File: src/hw/ingress_pkg.sv
/* Bus widths, port-class byte widths and counter width shared by the ingress stage.
   Modules import it where the body needs these constants. */

package ingress_pkg;

    // Converged bus
    localparam int bus_bytes = 8;
    localparam int bus_width = bus_bytes * 8;

    // Physical port classes
    localparam int port_8b_bytes  = 1;
    localparam int port_32b_bytes = 4;

    // Statistics
    localparam int cnt_width = 32;

endpackage

File: src/hw/ingress_port_counters.sv
/* Per-port forwarded and dropped frame counters with sticky overflow flags.
   A clear bit zeroes that port's counts and flag. */

`timescale 1ns/1ns

module ingress_port_counters #(
    parameter int num_ports = 4
) (
    input  logic                              clk_ifc,
    input  logic                              rst_n,
    input  logic [num_ports-1:0]              commit_pulse,
    input  logic [num_ports-1:0]              drop_pulse,
    input  logic [num_ports-1:0]              cnts_clear,
    output logic [ingress_pkg::cnt_width-1:0] frame_cnt [num_ports-1:0],
    output logic [ingress_pkg::cnt_width-1:0] drop_cnt  [num_ports-1:0],
    output logic [num_ports-1:0]              buf_overflow
);

    always_ff @(posedge clk_ifc or negedge rst_n) begin
        if (!rst_n) begin
            frame_cnt    <= '{default: '0};
            drop_cnt     <= '{default: '0};
            buf_overflow <= '0;
        end else begin
            for (int p = 0; p < num_ports; p++) begin
                if (cnts_clear[p]) begin
                    frame_cnt[p]    <= '0;
                    drop_cnt[p]     <= '0;
                    buf_overflow[p] <= 1'b0;
                end else begin
                    if (commit_pulse[p]) begin
                        frame_cnt[p] <= frame_cnt[p] + 1'b1;
                    end
                    // Overflow flag stays set until cleared
                    if (drop_pulse[p]) begin
                        drop_cnt[p]     <= drop_cnt[p] + 1'b1;
                        buf_overflow[p] <= 1'b1;
                    end
                end
            end
        end
    end

endmodule

File: config.mk
export PLATFORM = sky130hd
export DESIGN_NAME = ingress_port_counters
export DESIGN_NICKNAME = d
export VERILOG_FILES = /design/src/hw/ingress_pkg.sv /design/src/hw/ingress_port_counters.sv
export SDC_FILE = /design/constraint.sdc
export NUM_CORES = 1
export LEC_CHECK = 0
export BUFFER_PORTS_ARGS = -buffer_cell sky130_fd_sc_hd__buf_2
export CORE_MARGIN = 2
export CORE_UTILIZATION = 29
export CTS_CLUSTER_SIZE = 40
export DETAILED_ROUTE_END_ITERATION = 12
export PLACE_DENSITY = 0.58
export RECOVER_POWER = 100
export SLEW_MARGIN = 25
export SYNTH_ARGS = -nofsm -noshare
export SYNTH_HDL_FRONTEND = slang
export SYNTH_SLANG_ARGS = --single-unit
File: constraint.sdc
create_clock -name clk_ifc -period 5.6 [get_ports clk_ifc]
set_input_delay 1.12 -clock clk_ifc [delete_from_list [all_inputs] [get_ports clk_ifc]]
set_output_delay 1.12 -clock clk_ifc [all_outputs]
set_load 0.02 [all_outputs]
==> flow_summary.ini <==
[floorplan]
row_count = 76
io_pins = 274
die_y_um = 212.1
die_w_um = 212.1
dieArea_um2 = 44990
core_region_area_um2 = 42890
start_util = 0.2929

[routing]
dr.pass1.iters = 4
routed_wl_mm = 33.19
drc = 0
vias = 10330
wl_per_cell_um = 15.25
drtIter0Drc = 702
ant_nets = 0
avgViaCountPerCell = 4.745

[run_status]
violations = capacitance limit, slew limit
status = finished with violations

[clock_tree]
cts_buffer_depth = 3
clock_latency_ns = 0.54
post_cts_buffers = 0
cts_resized = 0
cts.sinks = 260
cts_buffers = 35
cts-root-buf = clkbuf_16
cts_htree_levels = 2
clk_pin_slew_ns = 0.05
postCtsHoldBufs = 0
cts_tree = done

[grt]
grt_pass1_wl_mm = 54.29
grt_max_degree = 105
grt.overflow.total = 0
grt_pass1_vias = 10020
antenna_found_initial = 0
grtUsageTotal = 0.1487

[logic_synthesis]
syn-instance-count = 1299
synth-warning-count = 0
syn-mean-instance-area_um2 = 9.669
synth_top_area_frac = 0.5180
synth_area_um2 = 12560
ys_seq_area_frac = 0.5180
yosysTopAreaCell = dfrtp_1
ys_top_cells_by_area = dfrtp_1 (52%), xor2_1 (9.8%), nor2_1 (7.7%), xnor2_1 (5.8%), nand4_1 (4.3%)
ys_seq_elements = 260
synth.distinct_cells = 34
syn_nets = 1321

[layout]
drive_gt1_frac = 0.05280
final_net_count = 1589
num_antenna_cells = 0
nFillCells = 4469
syn_to_final_growth_pct = 22.53

[timing]
fmax_mhz = 296.5
period_share = 0.6022
rsz0062_at_grt = no
final_hold_viol_count = 0
setup-tns-final_ns = 0
worst_pin_slew_ns = 3.014
period_needed_ns = 3.372
worst_clock_skew_ns = 0.02487
slew_headroom = -1.010
setup_viol = 0
hold-worst-slack_ns = 0.4998
slew_violations = 370

[pwr]
ir_drop_uv = 166.4
p_leak_nw = 6.262
power_density_nw_per_um2 = 279.0

[min_path]
hold-path-endpoint = buf_overflow[2]
hold_class = flip-flop to flip-flop
worstHoldStart = buf_overflow[2]
worst_hold_path.num_cells = 2

[critical_path]
critPathTopFamily = buffers and inverters
crit_chain = clkbuf_2, buf_4
cp.required_ns = 6.19
cp-start-kind = input pin
crit_slowest_cell = clkbuf_2
regToRegSetupSlack_ns = 3.01
crit_type = input pin to asynchronous set/reset pin
crit_path_max_incr_delay_ns = 1.87
path_buf_inv = 2
critPathCaptureType = asynchronous set/reset pin
timing.rr.end = drop_cnt[90]
cp.arrival_ns = 3.96
cp_max_fo = 104
r2r_cells = 6
worstReg2RegStart = drop_cnt[64]

[place]
portBuffers = 273
dpl.hpwl_mm = 22.55
gp_congestion = 0.7958

[run]
cap_violations = 5
[placed cells by master (no fill, tap or decap), drive strengths merged, types with 26 or more instances in the layout]
cell	n
and3	33
and4	26
clkbuf	317
dfrtp	260
nand2	79
nand3	82
nand4	87
nor2	257
nor3	33
nor4	35
xnor2	83
xor2	140
[cells in the mapped netlist (all sizes together)]
master and count:
a21oi 23, and2 10, and3 33, and4 26, buf 9, clkbuf 44
dfrtp 260, ha 8, inv 19, mux2 1, mux2i 8, nand2 79
nand3 82, nand4 87, nand4b 2, nor2 257, nor2b 6, nor3 33
nor3b 1, nor4 35, nor4b 1, o21ai 22, o31ai 1, or2 1
or3 21, or4 7, xnor2 83, xor2 140
[cell type report]
cell class	instances	area (um2)	share of cell area
well taps	585	732.0	0.04756
repair buffers	284	1117	0.07260
inverters	19	71.32	0.004634
flip-flops and latches	260	6506	0.4228
clock inverters	10	130.1	0.008455
clock buffers	51	1027	0.06675
multi-input cells	967	5806	0.3772
[kinds of logic after synthesis]
group,after synthesis,synth area share
DFF,260,0.5180
buffers and inverters,72,0.02242
xor gates and xnor gates,223,0.1555
AOI/OAI and AO/OA,46,0.01853
muxes,9,0.007273
and+or+nand+nor,681,0.2703
adders and majority gates,8,0.007970
[metal layers]
metal,track usage,share of wire,wire length (um)
met1,0.1997,0.45,15050
met5,0,0,0
met2,0.2219,0.44,14530
met3,0.05258,0.086,2868
met4,0.04978,0.022,741
[flip-flops by register name, summed over array words and instances, names as in the netlist]
| name | count |
|---|---|
| drop_cnt | 128 |
| frame_cnt | 128 |
| buf_overflow | 4 |
[power breakdown]
group          internal (mW)  total [mW]  switching, mW
clock                   1.37        2.24          0.869
sequential              1.89        1.91         0.0179
combinational         0.0298       0.141          0.111
total                   3.30        4.29          0.998
[through the flow]
stage | util | std cells | area [um2] | setup slack (ns) | power (mW)
CTS | 0.3665 | 2176 | 15720 | 2.956 | 4.400
floorplan | - | 1299 | 12560 | 2.692 | 2.017
global placement | 0.3395 | 2115 | 14560 | 2.478 | 2.093
detailed placement | 0.3395 | 2115 | 14560 | 2.389 | 2.097
global route | 0.3589 | 2176 | 15390 | 1.689 | 4.483
finish | 0.3589 | 2176 | 15390 | 2.228 | 4.294
[how the worst max path moves through the flow]
stage,cells past startpoint,to,from
after global placement,6,drop_cnt[90],drop_pulse[2]
after CTS,6,drop_cnt[90],drop_pulse[2]
final,2,frame_cnt[98],rst_n
after detailed placement,6,drop_cnt[90],drop_pulse[2]
after global routing,2,frame_cnt[111],rst_n
after floorplan,6,drop_cnt[90],drop_pulse[2]
Power figures use the tool's default switching activity.
