### config.mk
export PLATFORM = sky130hd
export DESIGN_NAME = ingress_pkt_fifo
export DESIGN_NICKNAME = d
export VERILOG_FILES = /design/src/hw/ingress_pkg.sv /design/src/hw/ingress_pkt_fifo.sv
export SDC_FILE = /design/constraint.sdc
export NUM_CORES = 2
export LEC_CHECK = 0
export BUFFER_PORTS_ARGS = -buffer_cell sky130_fd_sc_hd__buf_4
export CORE_MARGIN = 10
export CORE_UTILIZATION = 43
export DETAILED_ROUTE_END_ITERATION = 8
export SKIP_CTS_REPAIR_TIMING = 1
export SYNTH_ARGS = -nofsm -noshare
export SYNTH_HDL_FRONTEND = slang
export SYNTH_MEMORY_MAX_BITS = 65536
export SYNTH_SLANG_ARGS = --single-unit
export TNS_END_PERCENT = 50
### constraint.sdc
create_clock -name clk_ifc -period 9.82 [get_ports clk_ifc]
set_clock_uncertainty 0.05 [all_clocks]
set_input_delay 1.473 -clock clk_ifc [delete_from_list [all_inputs] [get_ports clk_ifc]]
set_output_delay 1.473 -clock clk_ifc [all_outputs]
set_load 0.02 [all_outputs]
### src/hw/ingress_pkg.sv
/* Bus widths, port-class byte widths and counter width shared by the ingress stage.
   Modules import it where the body needs these constants. */

package ingress_pkg;

    // Converged bus
    localparam int bus_bytes = 8;
    localparam int bus_width = bus_bytes * 8;

    // Physical port classes
    localparam int port_8b_bytes  = 1;
    localparam int port_32b_bytes = 4;

    // Statistics
    localparam int cnt_width = 32;

endpackage

### src/hw/ingress_pkt_fifo.sv
/* Per-port packet buffer. Words land behind a speculative pointer and become
   visible only once the whole packet is stored; overflow discards the packet. */

`timescale 1ns/1ns

module ingress_pkt_fifo #(
    parameter int fifo_words = 64
) (
    input  logic                              clk_ifc,
    input  logic                              rst_n,
    input  logic                              enable,
    input  logic                              word_valid,
    input  logic [ingress_pkg::bus_width-1:0] word_data,
    input  logic [ingress_pkg::bus_bytes-1:0] word_keep,
    input  logic                              word_last,
    input  logic                              pop,
    output logic [ingress_pkg::bus_width-1:0] head_data,
    output logic [ingress_pkg::bus_bytes-1:0] head_keep,
    output logic                              head_last,
    output logic                              pkt_ready,
    output logic                              commit_pulse,
    output logic                              drop_pulse
);

    import ingress_pkg::*;

    localparam int addr_bits  = $clog2(fifo_words);
    localparam int ptr_bits   = addr_bits + 1;
    localparam int entry_bits = 1 + bus_bytes + bus_width;

    logic [entry_bits-1:0] mem [fifo_words-1:0];

    logic [ptr_bits-1:0] spec_wr;
    logic [ptr_bits-1:0] commit_wr;
    logic [ptr_bits-1:0] rd_ptr;
    logic [ptr_bits-1:0] fill;
    logic [ptr_bits-1:0] pkt_cnt;
    logic                sop;
    logic                skip;
    logic                accept;
    logic                full;
    logic                store;
    logic                overflow;
    logic                pkt_in;
    logic                pkt_out;

    //////////////////////////////
    // Write side

    // A packet is refused at its first word while the port is disabled
    assign accept   = word_valid && !skip && (enable || !sop);
    assign fill     = spec_wr - rd_ptr;
    assign full     = (fill == ptr_bits'(fifo_words));
    assign store    = accept && !full;
    assign overflow = accept && full;
    assign pkt_in   = store && word_last;
    assign pkt_out  = pop && head_last;

    always_ff @(posedge clk_ifc or negedge rst_n) begin
        if (!rst_n) begin
            spec_wr      <= '0;
            commit_wr    <= '0;
            rd_ptr       <= '0;
            pkt_cnt      <= '0;
            sop          <= 1'b1;
            skip         <= 1'b0;
            commit_pulse <= 1'b0;
            drop_pulse   <= 1'b0;
        end else begin
            commit_pulse <= pkt_in;
            drop_pulse   <= overflow;
            if (word_valid) begin
                sop  <= word_last;
                // Skip the rest of a refused or overflowed packet
                skip <= (!accept || overflow) && !word_last;
            end
            if (overflow) begin
                spec_wr <= commit_wr;
            end else if (store) begin
                spec_wr <= spec_wr + 1'b1;
                if (word_last) begin
                    commit_wr <= spec_wr + 1'b1;
                end
            end
            if (pop) begin
                rd_ptr <= rd_ptr + 1'b1;
            end
            if (pkt_in && !pkt_out) begin
                pkt_cnt <= pkt_cnt + 1'b1;
            end else if (!pkt_in && pkt_out) begin
                pkt_cnt <= pkt_cnt - 1'b1;
            end
        end
    end

    always_ff @(posedge clk_ifc) begin
        if (store) begin
            mem[spec_wr[addr_bits-1:0]] <= {word_last, word_keep, word_data};
        end
    end

    //////////////////////////////
    // Read side

    assign {head_last, head_keep, head_data} = mem[rd_ptr[addr_bits-1:0]];
    assign pkt_ready = (pkt_cnt != '0);

endmodule

==> impl_metrics.json <==
{
  "max_freq_ghz": 0.1399,
  "cts_buffers": 466,
  "clk_latency_ps": 1020,
  "yosysWarnings": 0,
  "dieArea_um2": 442800,
  "drt_iter0_drc": 12760,
  "post_drt_wl_per_cell_um": 36.85,
  "critPathBufInv": 3,
  "place_congestion": 0.7613,
  "power.density_nw_per_um2": 275.2,
  "viasPerCell": 6.226,
  "cts.sinks": 4704,
  "die_w_um": 665.4,
  "synthCells": 7323,
  "required_ps": 8300,
  "grt_max_degree": 145,
  "route.detailed.drc": 0,
  "io_pins": 154,
  "setup.worst_path.end_class": "output pin",
  "relSlewSlack": 0.1692,
  "yosys.area.top_type": "edfxtp_1",
  "cts_tree": "done",
  "rsz0062_at_grt": "no",
  "grt_pass1_wl_mm": 698.7,
  "worst_r2r_path_depth": 10,
  "p_total_w": 0.05577,
  "peakVddDrop_v": 0.0002538,
  "status": "completed",
  "fp-row-count": 236,
  "cp_max_fo": 66,
  "synth.area.top_cells": "edfxtp_1 78%, mux4_2 17%, mux2i_1 0.88%",
  "cp_slowest_cell": "dfrtp_4",
  "root_buffer": "clkbuf_16",
  "setup_viol": 0,
  "leakage_nw": 62.63,
  "fin_crit_sh": 0.7278,
  "antenna_found_initial": 42,
  "grt_pass1_vias": 85740,
  "drtAntennaViolNets": 0,
  "syn_to_final_growth_pct": 13.15,
  "dp_hpwl_mm": 257.2,
  "clockBufferDepth": 4,
  "nNetsFinal": 7902,
  "rrSetupSlack_ps": 3780,
  "final_cell_mix": "4672 x edfxtp_1, 1343 x mux4_2, 469 x clkbuf_16, 383 x buf_4, 157 x mux2i_1",
  "timing.rr.start": "rd_ptr[4]$_DFFE_PN0P_",
  "cpPeakStageDelay_ps": 1070,
  "path_cells": "buf_4 > buf_4 > mux4_2 > mux4_2 > o22ai_1 > nand2_1 > buf_4",
  "finalMaxSlewViolations": 0,
  "hold_viol": 0,
  "layout-drive-gt1-share": 0.3036,
  "tightestPinTransition_ps": 1242,
  "synthFlopType": "edfxtp_1",
  "synthesis.nets": 7416,
  "hold_class": "in -> async",
  "fp.dieH_um": 665.4,
  "setup_tns_ps": 0,
  "synth_cell_types": 56,
  "r2r-end": "mem[62][17]$_DFFE_PP_",
  "core_um2": 414000,
  "synth-edff-count": 4672,
  "vias": 85250,
  "synth_top_area_share": 0.7832,
  "start_util": 0.4327,
  "port_buffers": 153,
  "crit_top_cell": "buf_4",
  "seq_area_frac_synth": 0.7877,
  "crit_type": "reg -> out",
  "arrival_ps": 5620,
  "htree_levels": 5,
  "crit_family": "buffers and inverters",
  "clk_pin_slew_ps": 60,
  "syn_area_per_cell_um2": 24.46,
  "overflow": 0,
  "layout_min_cycle_time_ps": 7147,
  "drv_cap": 0,
  "finalWirelength_mm": 504.6,
  "worstSetupStartpointType": "flip-flop",
  "first_pass_iters": 6,
  "synthArstFlopShare": 0.006803,
  "ys_ff_latch": 4704,
  "final_common_cell": "edfxtp_1",
  "track_usage": 0.2235,
  "syn_area_um2": 179100
}
-- through the flow --
stage                     std cells  worst slack, ps    util  cell area (um^2)  hold WS, ps
after floorplan                7323             1489       -            179100        392.9
after global placement        12820             3717  0.4541            188000        419.7
after detailed placement      12820             3688  0.4541            188000        414.1
after CTS                     13680             2604  0.4895            202700        333.1
after global routing          13680             2540  0.4896            202700        393.3
final                         13690             2673  0.4896            202700        385.7
-- synthesized netlist by cell type (all sizes together), types with 2 or more instances --
cell	instances
edfxtp	4672
mux4	1343
buf	230
clkbuf	167
mux2i	157
nand2	155
o22ai	89
nor3	74
a22oi	70
nor2	49
o21ai	45
a21oi	36
dfrtp	31
o221ai	29
ha	14
inv	14
nand3	14
xnor2	13
mux2	12
o211ai	12
a211o	10
a2111oi	9
nand2b	8
nor2b	6
a221o	5
a221oi	5
and2	5
o21bai	5
or3	5
xor2	5
nand3b	4
o32ai	4
a211oi	3
nand4	3
a21o	2
a31oi	2
a41oi	2
and3	2
nor4	2
o31ai	2
-- worst max-delay path by stage --
stage | end | slack (ps) | depth (start not counted) | start
3_3_place_gp | head_data[3] | 3720 | 6 | rd_ptr[0]$_DFFE_PN0P_
4_1_cts | head_data[8] | 2600 | 7 | rd_ptr[1]$_DFFE_PN0P_
3_5_place_dp | head_data[47] | 3690 | 7 | rd_ptr[2]$_DFFE_PN0P_
2_1_floorplan | mem[33][0]$_DFFE_PP_ | 1490 | 12 | rd_ptr[4]$_DFFE_PN0P_
6_report | head_data[8] | 2670 | 7 | rd_ptr[1]$_DFFE_PN0P_
5_1_grt | head_data[52] | 2540 | 7 | rd_ptr[0]$_DFFE_PN0P_
-- flip-flops by register name, summed over array words and instances, names as in the netlist --
name,flops
spec_wr,7
pkt_cnt,7
drop_pulse,1
sop,1
commit_wr,7
rd_ptr,7
commit_pulse,1
skip,1
mem,4672
-- layer usage --
layer | wire [um] | global-route usage
met1 | 198900 | 0.3140
met2 | 243200 | 0.3600
met5 | 136 | 0
met4 | 15770 | 0.06353
met3 | 46580 | 0.04211
-- cells by family after synthesis --
logic type	Yosys count	share of synthesized area
compound gates	334	0.01277
mux	1512	0.1784
flops	4704	0.7877
fa+ha+maj	15	0.001090
simple gates	329	0.008151
buf+inv	411	0.01108
xor+xnor	18	0.0008801
-- report_power, final --
part / leakage (nW) / internal (W) / total, W / switching, W
logic: 13.1 / 0.00705 / 0.0158 / 0.00879
clock network: 7.16 / 0.00974 / 0.0173 / 0.00752
registers: 42.4 / 0.0224 / 0.0227 / 0.000290
-- cell type report --
type / instances / area (um^2)
fill: 32740 / 211300
sequential: 4704 / 141100
multi-input combinational: 2208 / 36440
clock buffer: 598 / 12290
tap: 5474 / 6849
timing repair buffer: 415 / 3516
clock inverter: 268 / 2389
inverter: 14 / 65.06
antenna: 13 / 32.53
Power figures use the tool's default switching activity.
