<file path="src/hw/ingress_pkg.sv">
/* Bus widths, port-class byte widths and counter width shared by the ingress stage.
   Modules import it where the body needs these constants. */

package ingress_pkg;

    // Converged bus
    localparam int bus_bytes = 8;
    localparam int bus_width = bus_bytes * 8;

    // Physical port classes
    localparam int port_8b_bytes  = 1;
    localparam int port_32b_bytes = 4;

    // Statistics
    localparam int cnt_width = 32;

endpackage

</file>
<file path="src/hw/ingress_output_stage.sv">
/* One-word output register for the converged bus. Muxes the granted buffer head
   and tags the word with its port index in out_user. */

`timescale 1ns/1ns

module ingress_output_stage #(
    parameter int num_ports = 4,
    parameter int port_bits = 2
) (
    input  logic                              clk_ifc,
    input  logic                              rst_n,
    input  logic [port_bits-1:0]              grant_port,
    input  logic                              grant_valid,
    input  logic [ingress_pkg::bus_width-1:0] head_data [num_ports-1:0],
    input  logic [ingress_pkg::bus_bytes-1:0] head_keep [num_ports-1:0],
    input  logic [num_ports-1:0]              head_last,
    input  logic                              out_ready,
    output logic                              take,
    output logic                              out_valid,
    output logic [ingress_pkg::bus_width-1:0] out_data,
    output logic [ingress_pkg::bus_bytes-1:0] out_keep,
    output logic                              out_last,
    output logic [port_bits-1:0]              out_user
);

    // Load when empty or when the held word leaves this cycle
    assign take = grant_valid && (!out_valid || out_ready);

    always_ff @(posedge clk_ifc or negedge rst_n) begin
        if (!rst_n) begin
            out_valid <= 1'b0;
        end else if (take) begin
            out_valid <= 1'b1;
        end else if (out_ready) begin
            out_valid <= 1'b0;
        end
    end

    always_ff @(posedge clk_ifc) begin
        if (take) begin
            out_data <= head_data[grant_port];
            out_keep <= head_keep[grant_port];
            out_last <= head_last[grant_port];
            out_user <= grant_port;
        end
    end

endmodule

</file>
<file path="config.mk">
export PLATFORM = sky130hd
export DESIGN_NAME = ingress_output_stage
export DESIGN_NICKNAME = d
export VERILOG_FILES = /design/src/hw/ingress_pkg.sv /design/src/hw/ingress_output_stage.sv
export SDC_FILE = /design/constraint.sdc
export NUM_CORES = 1
export LEC_CHECK = 0
export BUFFER_PORTS_ARGS = -buffer_cell sky130_fd_sc_hd__buf_2
export CAP_MARGIN = 30
export CORE_AREA = 10 10 137 139
export CTS_BUF_LIST = sky130_fd_sc_hd__clkbuf_8
export DETAILED_ROUTE_END_ITERATION = 7
export DIE_AREA = 0 0 147 149
export GPL_TIMING_DRIVEN = 0
export PLACE_DENSITY = 0.66
export SYNTH_ARGS = -nofsm -noshare
export SYNTH_HDL_FRONTEND = slang
export SYNTH_SLANG_ARGS = --single-unit
</file>
<file path="constraint.sdc">
create_clock -name clk_ifc -period 4.4 [get_ports clk_ifc]
set_input_delay 0.22 -clock clk_ifc [delete_from_list [all_inputs] [get_ports clk_ifc]]
set_output_delay 0.22 -clock clk_ifc [all_outputs]
set_load 0.01 [all_outputs]
</file>
==> flow_metrics.py, run 1 <==
metrics = {
    "critical_path": {
        "worst_ep_required_time_ns": 4.18,
        "critical_path_arrival_ns": 1.84,
        "regToRegEndpoint": "out_data[2]$_DFFE_PP_",
        "reg2reg_from": "out_valid$_DFFE_PN0P_",
        "crit_path_top_delay_cell": "and2_4",
        "critical_path_peak_fanout": 44,
        "slowest_delay_ns": 0.45,
        "startpoint_types": "flip-flop",
        "worstSetupPathType": "flip-flop to output port",
        "ff2ff_path_depth": 3,
        "reg2reg_slack_ns": 2.80,
        "setup.worst_path.end_class": "output port",
        "cell_by_cell_listing_of_the_critical_path": "nand2b_1 -> and2_4 -> buf_12 -> buf_2",
    },
    "timing": {
        "max_slew_margin_pct": 68.6,
        "finalCriticalPeriod_ns": 2.06,
        "layout_setup_ws_ns": 2.34,
        "rsz0062_at_grt": "no",
        "max_slew.worst_pin.slew_ns": 0.471,
        "timing.final.max_slew_violations": 0,
        "final.setup.tns_ns": 0,
        "timing.final.setup_violations": 0,
        "final-hold-violation-count": 0,
        "fin_crit_sh_pct": 46.8,
        "fin_worst_skew_ns": 0.00676,
        "maxClockFrequency_mhz": 486,
    },
    "placed_design": {
        "globalplace.congestion": 0.892,
        "dp.final_hpwl_um": 15100,
        "post_dp_cell_area_um2": 6300,
        "placedCellCount": 763,
        "post_placement_worst_setup_slack_ns": 2.70,
        "port_buffers": 374,
    },
    "min_path": {
        "hold-path-endpoint": "out_user[0]$_DFFE_PP_",
        "hold_crit_class": "primary input to flip-flop",
        "worst_hold_startpoint": "grant_port[0]",
        "timing.hold.worst_path_depth": 1,
    },
    "cells_and_area": {
        "layout_area_growth_over_synthesis_pct": 58.3,
        "fillCellCount": 1555,
        "finalNetCount": 853,
        "area.sequential_um2": 2280,
        "final_layout_size_suffix_gt1_share_pct": 85.2,
        "multiInputGateArea_um2": 1670,
        "finish.utilization_pct": 40.5,
        "commonest_non_fill_non_tap_cells_in_the_layout": "buf_2 (381), edfxtp_1 (75), mux4_2 (72)",
        "stdcell_area_um2": 6550,
        "final_cells": 781,
        "final_common_cell": "buf_2",
    },
    "clock_network": {
        "post_cts_clock_slew_at_the_launch_and_capture_registers_of_the_worst_setup_and_hold_paths_ns": 0.07,
        "cts_num_sinks": 76,
        "skew_pair_late_insertion_delay_ns": 0.36,
        "cts_htree_levels": 3,
        "cts_root_buffer": "clkbuf_8",
        "postCtsResizedCells": 0,
        "numCtsBuffers": 9,
        "tritoncts_clock_tree": "built",
        "maximum_number_of_buffers_from_clock_root_to_sink": 2,
    },
    "route": {
        "route.antenna.remaining_nets": 0,
        "route.detailed.wl_per_inst_um": 22.2,
        "via_count": 3588,
        "drc": 0,
        "firstDrtPassIters": 4,
        "routed_via_density": 4.59,
        "wirelength_routed_um": 17300,
        "dr.first_iter.drc_count": 134,
    },
    "logic_synthesis": {
        "synth_seq_cells": 76,
        "synth_warnings": 0,
        "synth.lib_cells_used.distinct": 10,
        "synth.avg_cell_area_um2": 24.6,
        "seq_area_frac_synth_pct": 55.1,
        "synthesis.area_um2": 4140,
        "syn-num-nets": 466,
        "synthCells": 168,
    },
    "floorplanning": {
        "core_um2": 16200,
        "floorplan.die.height_um": 149,
        "boundaryPins": 375,
        "die_area_um2": 21900,
        "initial_standard_cell_utilization_of_the_core_pct": 25.6,
        "fp.dieW_um": 147,
        "rows": 47,
    },
    "power": {
        "pleak_nw": 2.91,
        "power.ir.vdd_worst_uv": 162,
        "power_density_over_cell_area_nw_per_um2": 294,
    },
    "run": {
        "cap_viol_max_count": 0,
    },
    "global_routing": {
        "track_usage_pct": 15.0,
        "grt_antenna_before_repair": 1,
        "grt_pass1_vias": 4260,
        "grt_start_max_net_pins": 45,
        "grt_overflow": 0,
        "wire_length_of_the_first_global_routing_pass_um": 25400,
    },
    "status": {
        "outcome": "completed",
    },
}
where the power goes:
group | internal (mW) | switching (mW) | total [mW]
Clock | 0.370 | 0.260 | 0.630
Combinational | 0.247 | 0.170 | 0.417
Sequential | 0.866 | 0.0129 | 0.879
layout make-up:
type | instances | share of cell area (%)
diodes | 1 | 0.0382
plain buffers | 16 | 2.92
clock buffers | 9 | 1.89
clock inverters | 7 | 1.62
multi-input cells | 76 | 25.5
flip-flops and latches | 76 | 34.8
well taps | 220 | 4.20
repair buffers | 376 | 29.0
worst max-delay path, delay by kind of cell (launching register included):
kind	cells	cell delay, ns
and+or+nand+nor	2	0.55
buffers and inverters	2	0.51
DFF	1	0.40
metal layers:
layer,GRT usage [%],vias up,part of all wire (%)
li1,-,1565,-
met1,16.4,1791,36
met2,26.0,210,52
met3,5.83,22,9.2
met4,5.70,0,2.0
met5,0,-,0
sequential cells by signal (all words and copies together) (netlist names):
name and cells:
out_user 2, out_valid 1, out_keep 8, out_last 1, out_data 64
worst max path at each step:
stage / startpoint / end / cells past startpoint
after floorplan: out_valid$_DFFE_PN0P_ / out_data[0]$_DFFE_PP_ / 2
after global placement: out_valid$_DFFE_PN0P_ / take / 3
after detailed placement: out_valid$_DFFE_PN0P_ / take / 4
after CTS: out_valid$_DFFE_PN0P_ / take / 4
after global routing: out_valid$_DFFE_PN0P_ / take / 4
final: out_valid$_DFFE_PN0P_ / take / 4
cell usage after synthesis, drive strengths merged:
cell type  count  area share [%]
nand2b         2            0.30
mux4          73              40
buf           15             4.5
and2           1            0.15
edfxtp        75              54
dfrtp          1            0.61
clkbuf         1            0.12
metrics by stage:
| stage | hold WS, ns | power (mW) |
|---|---|---|
| floorplan | -0.0756 | 1.10 |
| global placement | -0.00303 | 1.31 |
| detailed placement | -0.00331 | 1.32 |
| CTS | 0.0304 | 1.96 |
| global route | 0.0429 | 2.01 |
| finish | 0.0686 | 1.93 |
cells by family after synthesis:
group,count (synthesis),synth area share [%]
buf+inv,16,4.63
flops,76,55.1
mux,73,39.8
simple gates,3,0.454
repair_timing:
| item | CTS | global route |
|---|---|---|
| setup endpoints to repair | 0 | 0 |
| endpoints found under the hold margin | 1 | 0 |
| setup buffers | 0 | 0 |
| hold buffers | 1 | 0 |
Power figures use the tool's default switching activity.
==> run 2, diff against run 1 <==
--- a/config.mk
+++ b/config.mk
@@ -7,12 +7,12 @@
 export LEC_CHECK = 0
 export BUFFER_PORTS_ARGS = -buffer_cell sky130_fd_sc_hd__buf_2
 export CAP_MARGIN = 30
-export CORE_AREA = 10 10 137 139
+export CORE_AREA = 10 10 138 140
 export CTS_BUF_LIST = sky130_fd_sc_hd__clkbuf_8
 export DETAILED_ROUTE_END_ITERATION = 7
-export DIE_AREA = 0 0 147 149
+export DIE_AREA = 0 0 148 150
 export GPL_TIMING_DRIVEN = 0
-export PLACE_DENSITY = 0.66
+export PLACE_DENSITY = 0.65
 export SYNTH_ARGS = -nofsm -noshare
 export SYNTH_HDL_FRONTEND = slang
 export SYNTH_SLANG_ARGS = --single-unit
==> constraint.sdc (replaced) <==
create_clock -name clk_ifc -period 2.1 [get_ports clk_ifc]
set_input_delay 0.105 -clock clk_ifc [delete_from_list [all_inputs] [get_ports clk_ifc]]
set_output_delay 0.105 -clock clk_ifc [all_outputs]
set_load 0.01 [all_outputs]
==> flow_metrics.py, run 2 (same netlist as run 1, synthesis figures left out) <==
metrics = {
    "status": {
        "outcome": "completed",
    },
    "cells_and_area": {
        "finalNetCount": 857,
        "finish.utilization_pct": 40.3,
        "commonest_non_fill_non_tap_cells_in_the_layout": "buf_2 (381), edfxtp_1 (75), mux4_2 (72)",
        "final_cells": 784,
        "reg.largest.list": "out_data (64), out_keep (8), out_user (2)",
        "stdcell_area_um2": 6590,
        "largest_register_ffs": 64,
        "layout_area_growth_over_synthesis_pct": 59.3,
        "final_layout_size_suffix_gt1_share_pct": 84.7,
        "final_common_cell": "buf_2",
        "largest_register": "out_data",
    },
    "floorplanning": {
        "rows": 47,
        "core_um2": 16300,
        "die_area_um2": 22200,
        "initial_standard_cell_utilization_of_the_core_pct": 25.3,
        "fp.dieW_um": 148,
        "floorplan.die.height_um": 150,
        "boundaryPins": 375,
    },
    "placed_design": {
        "port_buffers": 374,
        "dp.final_hpwl_um": 14800,
        "placedCellCount": 763,
        "post_dp_cell_area_um2": 6300,
        "globalplace.congestion": 0.923,
    },
    "global_routing": {
        "grt_antenna_before_repair": 2,
        "track_usage_pct": 14.5,
        "wire_length_of_the_first_global_routing_pass_um": 24500,
        "grt_overflow": 0,
        "grt_pass1_vias": 4179,
        "grt_start_max_net_pins": 40,
    },
    "clock_network": {
        "cts.hold.buffers_added": 5,
        "post_cts_clock_slew_at_the_launch_and_capture_registers_of_the_worst_setup_and_hold_paths_ns": 0.09,
        "numCtsBuffers": 9,
        "tritoncts_clock_tree": "built",
        "skew_pair_late_insertion_delay_ns": 0.36,
        "cts_root_buffer": "clkbuf_8",
        "postCtsSetupBuffers": 0,
        "cts_num_sinks": 76,
        "postCtsResizedCells": 0,
        "cts_htree_levels": 3,
        "maximum_number_of_buffers_from_clock_root_to_sink": 2,
    },
    "critical_path": {
        "startpoint_types": "primary input",
        "worst_ep_required_time_ns": 2.18,
        "critical_path_arrival_ns": 1.77,
        "setup.worst_path.end_class": "flip-flop",
        "reg2reg_slack_ns": 0.50,
        "worstSetupPathType": "primary input to flip-flop",
        "critical_path_peak_fanout": 10,
    },
    "timing": {
        "final-hold-violation-count": 0,
        "fin_worst_skew_ns": 0.0170,
        "rsz0062_at_grt": "no",
        "final.setup.tns_ns": 0,
        "fin_crit_sh_pct": 80.5,
        "whs_ns": 0.0370,
        "timing.final.setup_violations": 0,
        "max_slew.worst_pin.slew_ns": 0.518,
        "timing.final.max_slew_violations": 0,
        "finalCriticalPeriod_ns": 1.69,
        "maxClockFrequency_mhz": 592,
        "max_slew_margin_pct": 65.4,
    },
    "route": {
        "wirelength_routed_um": 17000,
        "drc": 0,
        "route.antenna.remaining_nets": 0,
        "routed_via_density": 4.60,
        "route.detailed.wl_per_inst_um": 21.7,
        "via_count": 3608,
        "dr.first_iter.drc_count": 216,
        "firstDrtPassIters": 5,
    },
    "power": {
        "power_density_over_cell_area_nw_per_um2": 614,
        "power.ir.vdd_worst_uv": 258,
        "pleak_nw": 2.92,
    },
    "min_path": {
        "hold_crit_class": "primary input to async pin",
    },
    "run": {
        "cap_viol_max_count": 0,
    },
}
==> run 2: cell types whose count changed in the layout (fill, tap and decap cells not counted), sizes merged <==
| cell | change |
|---|---|
| dlygate4sd3 | +4 |
| clkinvlp | +1 |
| clkinv | -2 |
==> run 2: per-layer routing <==
layer  global-route usage [%]  routed length, µm  up-vias
met5                        0                 11        -
met4                     6.05                362        2
met3                     6.37               1940       25
met2                     25.0               8780      252
met1                     15.1               5930     1756
li1                         -                  -     1573
==> run 2: critical path, cell delays in order <==
cell	delay, ns
dlygate4sd3_1	0.52
buf_2	0.11
clkbuf_2	0.33
buf_2	0.32
mux4_2	0.37
==> run 2: through the flow <==
| stage | worst slack (ns) | total power, mW |
|---|---|---|
| after floorplan | 0.186 | 2.30 |
| after global placement | -0.153 | 2.74 |
| after detailed placement | 0.494 | 2.76 |
| after CTS | 0.364 | 4.13 |
| after global routing | 0.309 | 4.24 |
| final | 0.410 | 4.04 |
==> run 2: final timing paths <==
check | startpoint | end | cells after the start
max in group asynchronous | rst_n | out_valid$_DFFE_PN0P_ | 2
min in group clk_ifc | head_data[63] | out_data[63]$_DFFE_PP_ | 2
setup / recovery | grant_port[1] | out_data[41]$_DFFE_PP_ | 5
hold reg to reg | out_valid$_DFFE_PN0P_ | out_keep[0]$_DFFE_PP_ | 2
setup reg to reg | out_valid$_DFFE_PN0P_ | out_data[32]$_DFFE_PP_ | 3
hold / removal | rst_n | out_valid$_DFFE_PN0P_ | 2
==> run 2: layout make-up <==
type	instances	area, µm²
fill	1588	9760
sequential	76	2280
timing repair buffer	380	1940
multi-input combinational	76	1670
tap	220	275
buffer	16	191
clock buffer	9	124
clock inverter	6	105
antenna	1	2.50
==> run 2: power breakdown <==
part / total (mW) / internal (mW) / switching, mW
clock network: 1.32 / 0.775 / 0.546
logic: 0.880 / 0.523 / 0.357
registers: 1.84 / 1.81 / 0.0254
