`src/hw/ingress_pkg.sv`:
```
/* Bus widths, port-class byte widths and counter width shared by the ingress stage.
   Modules import it where the body needs these constants. */

package ingress_pkg;

    // Converged bus
    localparam int bus_bytes = 8;
    localparam int bus_width = bus_bytes * 8;

    // Physical port classes
    localparam int port_8b_bytes  = 1;
    localparam int port_32b_bytes = 4;

    // Statistics
    localparam int cnt_width = 32;

endpackage

```
`src/hw/ingress_width_upsizer.sv`:
```
/* Gathers narrow physical port beats into 64-bit words, lowest byte first.
   One instance per physical port, in_bytes set by the port class. */

`timescale 1ns/1ns

module ingress_width_upsizer #(
    parameter int in_bytes = 1
) (
    input  logic                              clk_ifc,
    input  logic                              rst_n,
    input  logic                              in_valid,
    input  logic [in_bytes*8-1:0]             in_data,
    input  logic [in_bytes-1:0]               in_keep_last,
    input  logic                              in_last,
    output logic                              word_valid,
    output logic [ingress_pkg::bus_width-1:0] word_data,
    output logic [ingress_pkg::bus_bytes-1:0] word_keep,
    output logic                              word_last
);

    import ingress_pkg::*;

    localparam int beats_per_word = bus_bytes / in_bytes;
    localparam int idx_bits       = $clog2(beats_per_word);

    logic [idx_bits-1:0]  beat_idx;
    logic [bus_width-1:0] next_data;
    logic [bus_bytes-1:0] next_keep;
    logic                 word_done;

    // The output registers double as the accumulator; a new word starts from zero
    always_comb begin
        next_data = (beat_idx == '0) ? '0 : word_data;
        next_keep = (beat_idx == '0) ? '0 : word_keep;
        next_data[beat_idx*in_bytes*8 +: in_bytes*8] = in_data;
        next_keep[beat_idx*in_bytes +: in_bytes]     = in_last ? in_keep_last : '1;
    end

    assign word_done = in_last || (beat_idx == idx_bits'(beats_per_word - 1));

    always_ff @(posedge clk_ifc or negedge rst_n) begin
        if (!rst_n) begin
            beat_idx   <= '0;
            word_valid <= 1'b0;
        end else begin
            word_valid <= in_valid && word_done;
            if (in_valid) begin
                beat_idx <= word_done ? '0 : beat_idx + 1'b1;
            end
        end
    end

    always_ff @(posedge clk_ifc) begin
        if (in_valid) begin
            word_data <= next_data;
            word_keep <= next_keep;
            word_last <= in_last;
        end
    end

endmodule

```
`config.mk`:
```
export PLATFORM = sky130hd
export DESIGN_NAME = ingress_width_upsizer
export DESIGN_NICKNAME = d
export VERILOG_FILES = /design/src/hw/ingress_pkg.sv /design/src/hw/ingress_width_upsizer.sv
export SDC_FILE = /design/constraint.sdc
export NUM_CORES = 1
export LEC_CHECK = 0
export ABC_AREA = 1
export CORE_MARGIN = 1.5
export CORE_UTILIZATION = 32
export CTS_BUF_LIST = sky130_fd_sc_hd__clkbuf_2
export CTS_CLUSTER_DIAMETER = 60
export DETAILED_ROUTE_END_ITERATION = 8
export DONT_BUFFER_PORTS = 1
export SKIP_LAST_GASP = 1
export SLEW_MARGIN = 0
export SYNTH_ARGS = -nofsm -noshare
export SYNTH_HDL_FRONTEND = slang
export SYNTH_SLANG_ARGS = --single-unit
export TNS_END_PERCENT = 10
```
`constraint.sdc`:
```
create_clock -name clk_ifc -period 5.3 [get_ports clk_ifc]
set_input_delay 1.59 -clock clk_ifc [delete_from_list [all_inputs] [get_ports clk_ifc]]
set_output_delay 1.59 -clock clk_ifc [all_outputs]
set_load 0.05 [all_outputs]
```
==> results.txt, run 1 <==
number of port buffers: 0
vias per cell: 4.66
WL/cell: 17.3 um
CP arrival: 3120 ps
RD Place Congestion: 0.814
CTS Sinks: 77
CP required: 5470 ps
Post-synth EDFFs: 73
Power Dens Cells: 415 nW/um^2
vias post-DR: 1,877
post-CTS sizing: 0
DRC: 0
clock root buffer master: clkbuf_2
TritonRoute pass-1 iters: 4
Yosys cell types: 18
nets: 287
Initial DRC Count: 191
cell family with most CP delay: compound AO/OA/AOI/OAI gates
Worst Tran Pin Value: 873 ps
final period utilization: 0.556
post-synth top area share: 0.693
Leak: 0.00116 uW
Fmax: 0.339 GHz
total CTS buffers: 9
Seq cells post-synth: 77
final total power: 1400 uW
final setup violation count: 0
CP startpoint kind: register
largest net degree at the start of global routing: 21
Crit path buffers/inverters: 2
Synth top cells by count: 80 x nor2_1, 73 x edfxtp_1, 30 x nand3_1
Die Wd: 102 um
largest cells by area after synthesis: edfxtp_1 69%, nor2_1 9.5%, nand3_1 4.7%
top-level port count: 87
GR met3 Demand/Resource: 0.0663
top-count cell post-synth: nor2_1
Antenna Violating Nets Remaining: 0
Area Growth Syn to Fin: 6.57%
routed wire length: 6970 um
hold_buf cts: 0
Congestion Overflow GR: 0
placed cell areas: 3290 sq um
area leader, netlist: edfxtp_1
Clock Path Buffers: 2
mux cell area share after synthesis: 0
ys async rst share: 0.0519
slowest cell on the critical path: a21oi_1
share of cells above drive strength 1: 0.0963
setup_tns: 0 ps
CP most frequent cell: nand2_1
Slew Limit Headroom: 0.418
post-synthesis xor/xnor area fraction: 0
Final Hold Vio Count: 0
crit path cell chain: inv_2 > ha_1 > inv_1 > nand2_1 > nor2_1 > nand2_1 > a21oi_1
number of global-route vias before repair: 1,780
diode count: 0
crit-path max cell delay: 680 ps
Crit Path Category: reg -> reg
ys flop type: edfxtp_1
status: finished clean
Clock H-tree levels: 3
initial antenna violation count: 0
Die ar.: 10,500 sq um
Clock Latency Late Sink: 530 ps
clk_skew: 15.0 ps
adder-cell share of the synthesized area: 0.0317
compound-cell area share of the yosys netlist: 0.0158
Hold Path Class: reg -> reg
GRT Max-Usage Layer: met2
Initial Util: 0.326
sequential-to-total area share from yosys stat: 0.725
met1 GRT Util: 0.173
Gate Count Post-Synth: 261
yosys warns: 0
Post-CTS Setup Inserts: 0
fin crit period: 2950 ps
cell row count: 36
Die Y: 102 um
VDD IR max: 0.0965 mV
global-route wire length before repair: 10,100 um
max-capacitance violation count: 0
largest family of logic cells by synthesized area: simple AND/OR/NAND/NOR gates
Synth Area in Simple Gates: 0.188
met2 usage: 0.204
Synth Area per Inst: 12.1 sq um
CP Capture Type: register
CTS clk-pin slew, worst paths: 180 ps
fin area: 3370 sq um
Mapped Nets: 282
CP max FO: 20
synthesized area: 3160 sq um
total core area: 9680 sq um
Pins Over Slew Limit: 0
CTS tree: done
RSZ-0062 raised after global routing: false
HPWL Detailed: 5100 um
GRT Total Usage: 0.137
## cells by family after synthesis
group / count (synthesis)
and+or+nand+nor: 137
DFF: 77
buffers and inverters: 29
AOI/OAI and AO/OA: 10
adders and majority gates: 8
## worst reg2reg max path, cell delays in order (launching register included)
cell and delay, ps:
dfrtp_1 540, inv_2 140, ha_1 550, inv_1 350
nand2_1 80, nor2_1 170, nand2_1 90, a21oi_1 690
## cell usage in the layout (no fill, tap or decap)
cell type,synthesis,layout
nand3_1,30,30
nor2_2,1,1
dfrtp_1,4,4
o21ai_0,3,3
nand3_2,3,3
clkinv_1,0,1
nand2_2,6,6
inv_2,1,1
clkbuf_2,0,10
ha_1,8,8
nand2_1,16,16
clkinv_2,0,2
inv_1,22,22
a21oi_1,7,7
edfxtp_1,73,73
nor2_4,1,1
clkinvlp_4,0,2
nor2_1,80,80
## registers in the layout, summed over array words and instances, names as in the netlist
| name | cells |
|---|---|
| word_data | 64 |
| word_keep | 8 |
| beat_idx | 3 |
| word_last | 1 |
| word_valid | 1 |
## per-stage QoR
stage | instances | util | worst slack, ps | hold slack (ps)
finish | 403 | 0.348 | 2350 | 698
global route | 403 | 0.348 | 2120 | 662
CTS | 403 | 0.348 | 2360 | 682
detailed placement | 388 | 0.340 | 2380 | 656
global placement | 388 | 0.340 | 2510 | 619
floorplan | 261 | - | 2750 | 574
## report_power, final
group | total [uW] | switching, uW | leakage, uW | internal, uW
clock network | 250 | 193 | 0.0000512 | 57.6
registers | 983 | 235 | 0.000769 | 749
logic | 164 | 130 | 0.000339 | 34.0
## final cells by class
cell class	instances	area (sq um)
clock buffers	10	50.0
clock inverters	5	28.8
fillers	963	6310
inverters	23	86.3
multi-input cells	155	746
flip-flops and latches	77	2290
well taps	133	166
## layer usage
layer  vias up  share of wire
met3        10          0.097
met2        85           0.45
met5         -              0
met1       894           0.43
li1        888              -
met4         0          0.019
## worst paths after layout
kind	startpoint	endpoint	slack, ps	cells after the start
min reg2reg	beat_idx[2]	beat_idx[2]	700	3
max	beat_idx[0]	word_data[0]	2350	7
max reg2reg	beat_idx[0]	word_data[0]	2350	7
max in group asynchronous	rst_n	beat_idx[0]	4510	0
min	beat_idx[2]	beat_idx[2]	700	3
min in group asynchronous	rst_n	word_valid	730	0
(Power assumes the default switching activity.)
==> run 2: changes to the inputs <==
==> constraint.sdc (replaced) <==
create_clock -name clk_ifc -period 2.7 [get_ports clk_ifc]
set_input_delay 0.81 -clock clk_ifc [delete_from_list [all_inputs] [get_ports clk_ifc]]
set_output_delay 0.81 -clock clk_ifc [all_outputs]
set_load 0.05 [all_outputs]
==> run 2 against run 1 <==
Clock skew grew 13 ps. Global-route usage grew 0.58 points. First-iteration DRC count shrank 27%. Critical path depth is the same. Fmax grew 17%. Combinational power grew 120%. Critical endpoint is now word_data[44].
==> results.txt, run 2 (same netlist as run 1, synthesis figures left out) <==
Antenna Violating Nets Remaining: 0 (unchanged)
most common cell after layout, fill and taps aside: nor2_1
hold path endpoint: word_last
VDD IR max: 0.213 mV (+120%)
global-route wire length before repair: 10,700 um (+6.0%)
leading cell types in the layout, fill and taps excluded: 80 x nor2_1, 73 x edfxtp_1, 30 x nand3_1, 22 x inv_1, 16 x nand2_1
hold path start: in_last
Worst Tran Pin Value: 628 ps (-245 ps)
status: finished clean
crit path cell chain: inv_2 > ha_1 > ha_1 > nor2_1 > nand2_2 > a21oi_1 > buf_4
clock root buffer master: clkbuf_2
CP startpoint kind: register
share of cells above drive strength 1: 0.132 (+0.0354)
CTS Sinks: 77 (unchanged)
Clock Latency Late Sink: 520 ps (about the same)
CP most frequent cell: ha_1
CP Capture Type: register
RSZ-0062 raised after global routing: false
number of port buffers: 0 (unchanged)
Power Dens Cells: 835 nW/um^2 (+100%)
Crit path buffers/inverters: 2 (unchanged)
Fmax: 0.399 GHz (+17%)
Slew Limit Headroom: 0.581 (+0.163)
CTS tree: done
WHS Path Cells: 0 (-3)
initial antenna violation count: 0 (unchanged)
Pins Over Slew Limit: 0 (unchanged)
Crit Path Category: reg -> reg
Biggest register: word_data
FILL cells: 956 (-0.73%)
cell family with most CP delay: adder cells
Clock H-tree levels: 3 (unchanged)
TritonRoute pass-1 iters: 5 (+1)
Critical Path Stages: 7 (unchanged)
Congestion Overflow GR: 0 (unchanged)
Initial DRC Count: 140 (-27%)
Clock Path Buffers: 2 (unchanged)
Leak: 0.00123 uW (+5.7%)
number of global-route vias before repair: 1,812 (+1.8%)
R2R cell count: 7 (unchanged)
Die ar.: 10,500 sq um (unchanged)
r2r endpoint: word_data[44]
max reg flops: 64 (unchanged)
Post-CTS Setup Inserts: 0 (unchanged)
total core area: 9680 sq um (unchanged)
placed cell count: 397 (+2.3%)
CP arrival: 2750 ps (-370 ps)
Area Growth Syn to Fin: 10.1%
max-capacitance violation count: 0 (unchanged)
slowest cell on the critical path: dfrtp_1
Die Wd: 102 um (unchanged)
fin crit period: 2510 ps (-438 ps)
FF-to-FF Start: beat_idx[0]
Reg area: 2290 sq um (unchanged)
WL/cell: 17.3 um (+0.12%)
DRC: 0 (unchanged)
largest net degree at the start of global routing: 20 (-4.8%)
vias post-DR: 1,912 (+1.9%)
CP required: 2940 ps (-2530 ps)
Initial Util: 0.326 (unchanged)
Hold Path Class: in -> reg
final period utilization: 0.929 (+0.373)
RD Place Congestion: 0.750 (-7.8%)
top-level port count: 87 (unchanged)
CP max FO: 10 (-50%)
cell row count: 36 (unchanged)
fin cells: 414 (+2.7%)
Die Y: 102 um (unchanged)
vias per cell: 4.62 (-0.84%)
Multi-input gate area: 746 sq um (unchanged)
Final Hold Vio Count: 0 (unchanged)
CTS clk-pin slew, worst paths: 210 ps (+30 ps)
crit-path max cell delay: 530 ps (-150 ps)
routed wire length: 7170 um (+2.9%)
Top Registers: word_data x64, word_keep x8, beat_idx x3
diode count: 0 (unchanged)
setup_tns: 0 ps (unchanged)
worst hold margin: 359 ps (-338 ps)
clk_skew: 28.4 ps (+13.4 ps)
total CTS buffers: 9 (unchanged)
final setup violation count: 0 (unchanged)
nets: 297 (+3.5%)
HPWL Detailed: 5030 um (-1.2%)
Reg2Reg Setup Slack: 190 ps (-2160 ps)
GRT Total Usage: 0.143 (+0.00579)
==> run 2: cell count changes in the layout (fill, tap and decap cells not counted), sizes merged <==
| cell | delta |
|---|---|
| dlygate4sd3 | +1 |
| buf | +9 |
| bufinv | +1 |
==> run 2: layer usage <==
metal | wire length (um) | part of all wire | up-vias | GRT usage
met3 | 547 | 0.076 | 8 | 0.0540
met1 | 3140 | 0.44 | 911 | 0.189
met2 | 3400 | 0.47 | 81 | 0.207
li1 | - | - | 912 | -
met4 | 76 | 0.011 | 0 | 0.0653
met5 | 0 | 0 | - | 0
==> run 2: worst max path at each step <==
stage                startpoint             to  slack (ps)
global route        beat_idx[0]  word_data[44]           7
CTS                 beat_idx[0]  word_data[44]         210
detailed placement  beat_idx[0]  word_data[46]         240
floorplan           beat_idx[0]  word_data[40]         350
global placement    beat_idx[0]   word_keep[5]         360
finish              beat_idx[0]  word_data[44]         190
==> run 2: timing repair <==
item / in CTS / in global routing
hold buffers: 1 / 0
resized for setup: 0 / 0
endpoints found under the hold margin: 4 / 0
==> run 2: per-stage QoR <==
| step | setup WS (ps) | util | power (uW) | cell area (sq um) |
|---|---|---|---|---|
| after floorplan | 353 | - | 2200 | 3160 |
| after global placement | 364 | 0.347 | 2310 | 3360 |
| after detailed placement | 244 | 0.347 | 2320 | 3360 |
| after CTS | 212 | 0.360 | 2930 | 3480 |
| after global routing | 6.57 | 0.360 | 3040 | 3480 |
| final | 192 | 0.360 | 2910 | 3480 |
==> run 2: area by class of cell <==
type / count / share of cell area
flip-flops and latches: 77 / 0.658
multi-input cells: 155 / 0.214
repair buffers: 10 / 0.0223
inverters: 23 / 0.0248
well taps: 133 / 0.0478
clock buffers: 10 / 0.0144
clock inverters: 6 / 0.0183
==> run 2: report_power, final <==
part	internal (uW)	leakage, uW	switching (uW)	total (uW)
clock network	215	0.0000679	403	619
logic	96.4	0.000388	264	361
registers	1470	0.000769	460	1930
==> run 3: changes to the inputs <==
--- a/config.mk
+++ b/config.mk
@@ -12,6 +12,7 @@
 export CTS_CLUSTER_DIAMETER = 60
 export DETAILED_ROUTE_END_ITERATION = 8
 export DONT_BUFFER_PORTS = 1
+export SETUP_SLACK_MARGIN = 0.4
 export SKIP_LAST_GASP = 1
 export SLEW_MARGIN = 0
 export SYNTH_ARGS = -nofsm -noshare
==> run 3 against run 2 <==
Cell area is 0.43% higher. Die area did not move. Highest routed layer unchanged. Fmax up 19%. Cell count is 0.24% higher. Via count fell by 0.73%. First-iteration DRC count fell by 30%. Routed wire length shrank 2.8%. Clock-buffer cell count is 1 higher.
==> results.txt, run 3 (same netlist as run 1, synthesis figures left out) <==
status: finished clean
final total power: 2880 uW (-0.77%)
max-capacitance violation count: 0 (unchanged)
fin crit period: 2120 ps (-393 ps)
final setup violation count: 0 (unchanged)
crit path cell chain: inv_2 > ha_1 > ha_2 > nor2_1 > nand2_2 > a21oi_4
RD Place Congestion: 0.847 (+13%)
CP Capture Type: register
Die Y: 102 um (unchanged)
diode count: 0 (unchanged)
Initial Util: 0.326 (unchanged)
leading cell types in the layout, fill and taps excluded: 80 x nor2_1, 73 x edfxtp_1, 30 x nand3_1, 22 x inv_1, 16 x nand2_1
final period utilization: 0.783 (-0.145)
Hold Path Class: in -> reg
Crit Path Category: reg -> reg
Clock Path Buffers: 2 (unchanged)
CP startpoint kind: register
WL/cell: 16.8 um (-3.0%)
Die ar.: 10,500 sq um (unchanged)
most common cell after layout, fill and taps aside: nor2_1
max reg flops: 64 (unchanged)
Clock Latency Late Sink: 520 ps (about the same)
global-route wire length before repair: 10,100 um (-5.7%)
CTS Sinks: 77 (unchanged)
setup_tns: 0 ps (unchanged)
Initial DRC Count: 98 (-30%)
Area Growth Syn to Fin: 10.6%
HPWL Detailed: 4890 um (-2.8%)
GRT Total Usage: 0.137 (-0.00535)
CTS clk-pin slew, worst paths: 200 ps (about the same)
dpl ws: 272 ps (+27.7 ps)
top-level port count: 87 (unchanged)
total core area: 9680 sq um (unchanged)
CP required: 2910 ps (-30 ps)
cell row count: 36 (unchanged)
share of cells above drive strength 1: 0.138 (+0.00663)
Setup WS post-layout: 585 ps (+393 ps)
vias per cell: 4.57 (-0.97%)
number of port buffers: 0 (unchanged)
RSZ-0062 raised after global routing: false
Biggest register: word_data
Clock H-tree levels: 3 (unchanged)
Leak: 0.00123 uW (+0.59%)
VDD IR max: 0.284 mV (+33%)
largest net degree at the start of global routing: 20 (unchanged)
Power Dens Cells: 825 nW/um^2 (-1.2%)
Top Registers: word_data x64, word_keep x8, beat_idx x3
vias post-DR: 1,898 (-0.73%)
DRC: 0 (unchanged)
slowest cell on the critical path: dfrtp_2
clock root buffer master: clkbuf_2
TritonRoute pass-1 iters: 4 (-1)
Fmax: 0.473 GHz (+19%)
CTS tree: done
Die Wd: 102 um (unchanged)
initial antenna violation count: 0 (unchanged)
CP max FO: 10 (unchanged)
routed wire length: 6960 um (-2.8%)
crit-path max cell delay: 470 ps (-60 ps)
nets: 298 (+0.34%)
Worst Tran Pin Value: 498 ps (-130 ps)
number of global-route vias before repair: 1,727 (-4.7%)
clk_skew: 15.2 ps (-13.2 ps)
Slew Limit Headroom: 0.669 (+0.0879)
Final Hold Vio Count: 0 (unchanged)
Pins Over Slew Limit: 0 (unchanged)
FILL cells: 969 (+1.4%)
CP arrival: 2330 ps (-420 ps)
Antenna Violating Nets Remaining: 0 (unchanged)
Congestion Overflow GR: 0 (unchanged)
total CTS buffers: 9 (unchanged)
run 3: critical path: cells and delay by family, from the launching register on:
kind / cells / cell delay [ps]
AOI/OAI and AO/OA: 1 / 330
DFF: 1 / 470
adders and majority gates: 2 / 540
and+or+nand+nor: 2 / 310
buffers and inverters: 1 / 150
run 3: where the power goes:
group	switching, uW	internal, uW
logic	267	102
registers	456	1470
clock network	376	216
run 3: cell type report:
cell class | count | area (sq um) | share of cell area
repair buffers | 11 | 85.1 | 0.0243
multi-input cells | 155 | 759 | 0.217
inverters | 23 | 86.3 | 0.0247
well taps | 133 | 166 | 0.0476
clock inverters | 5 | 51.3 | 0.0147
flip-flops and latches | 77 | 2290 | 0.656
clock buffers | 11 | 55.1 | 0.0157
run 3: layer usage:
metal / up-vias / global-route usage / wire (um)
met4: 0 / 0.0906 / 237
met1: 887 / 0.172 / 2990
met3: 19 / 0.0397 / 528
li1: 914 / - / -
met5: - / 0 / 0
met2: 78 / 0.207 / 3200
run 3: final timing paths:
check | start | slack (ps) | end | depth (start not counted)
setup / recovery | beat_idx[0] | 580 | word_data[45] | 6
hold / removal | in_last | 370 | word_last | 0
setup reg to reg | beat_idx[0] | 580 | word_data[45] | 6
hold reg to reg | beat_idx[2] | 690 | beat_idx[2] | 2
max in group asynchronous | rst_n | 2000 | beat_idx[0] | 1
min in group asynchronous | rst_n | 520 | beat_idx[2] | 1
run 3: metrics by stage:
stage,utilization,std cells,hold slack (ps),area [sq um]
2_1_floorplan,-,261,514,3170
3_3_place_gp,0.346,396,515,3350
3_5_place_dp,0.346,396,515,3350
4_1_cts,0.359,413,306,3480
5_1_grt,0.361,415,300,3500
6_report,0.361,415,366,3500
run 3: repair_timing:
action                                 in CTS  in global routing
hold buffers                                1                  0
resized for setup                           2                  1
endpoints found under the hold margin       4                  0
setup buffers                               0                  2
cloned                                      0                  0
pin swaps                                   0                  0
setup endpoints to repair                  18                 60
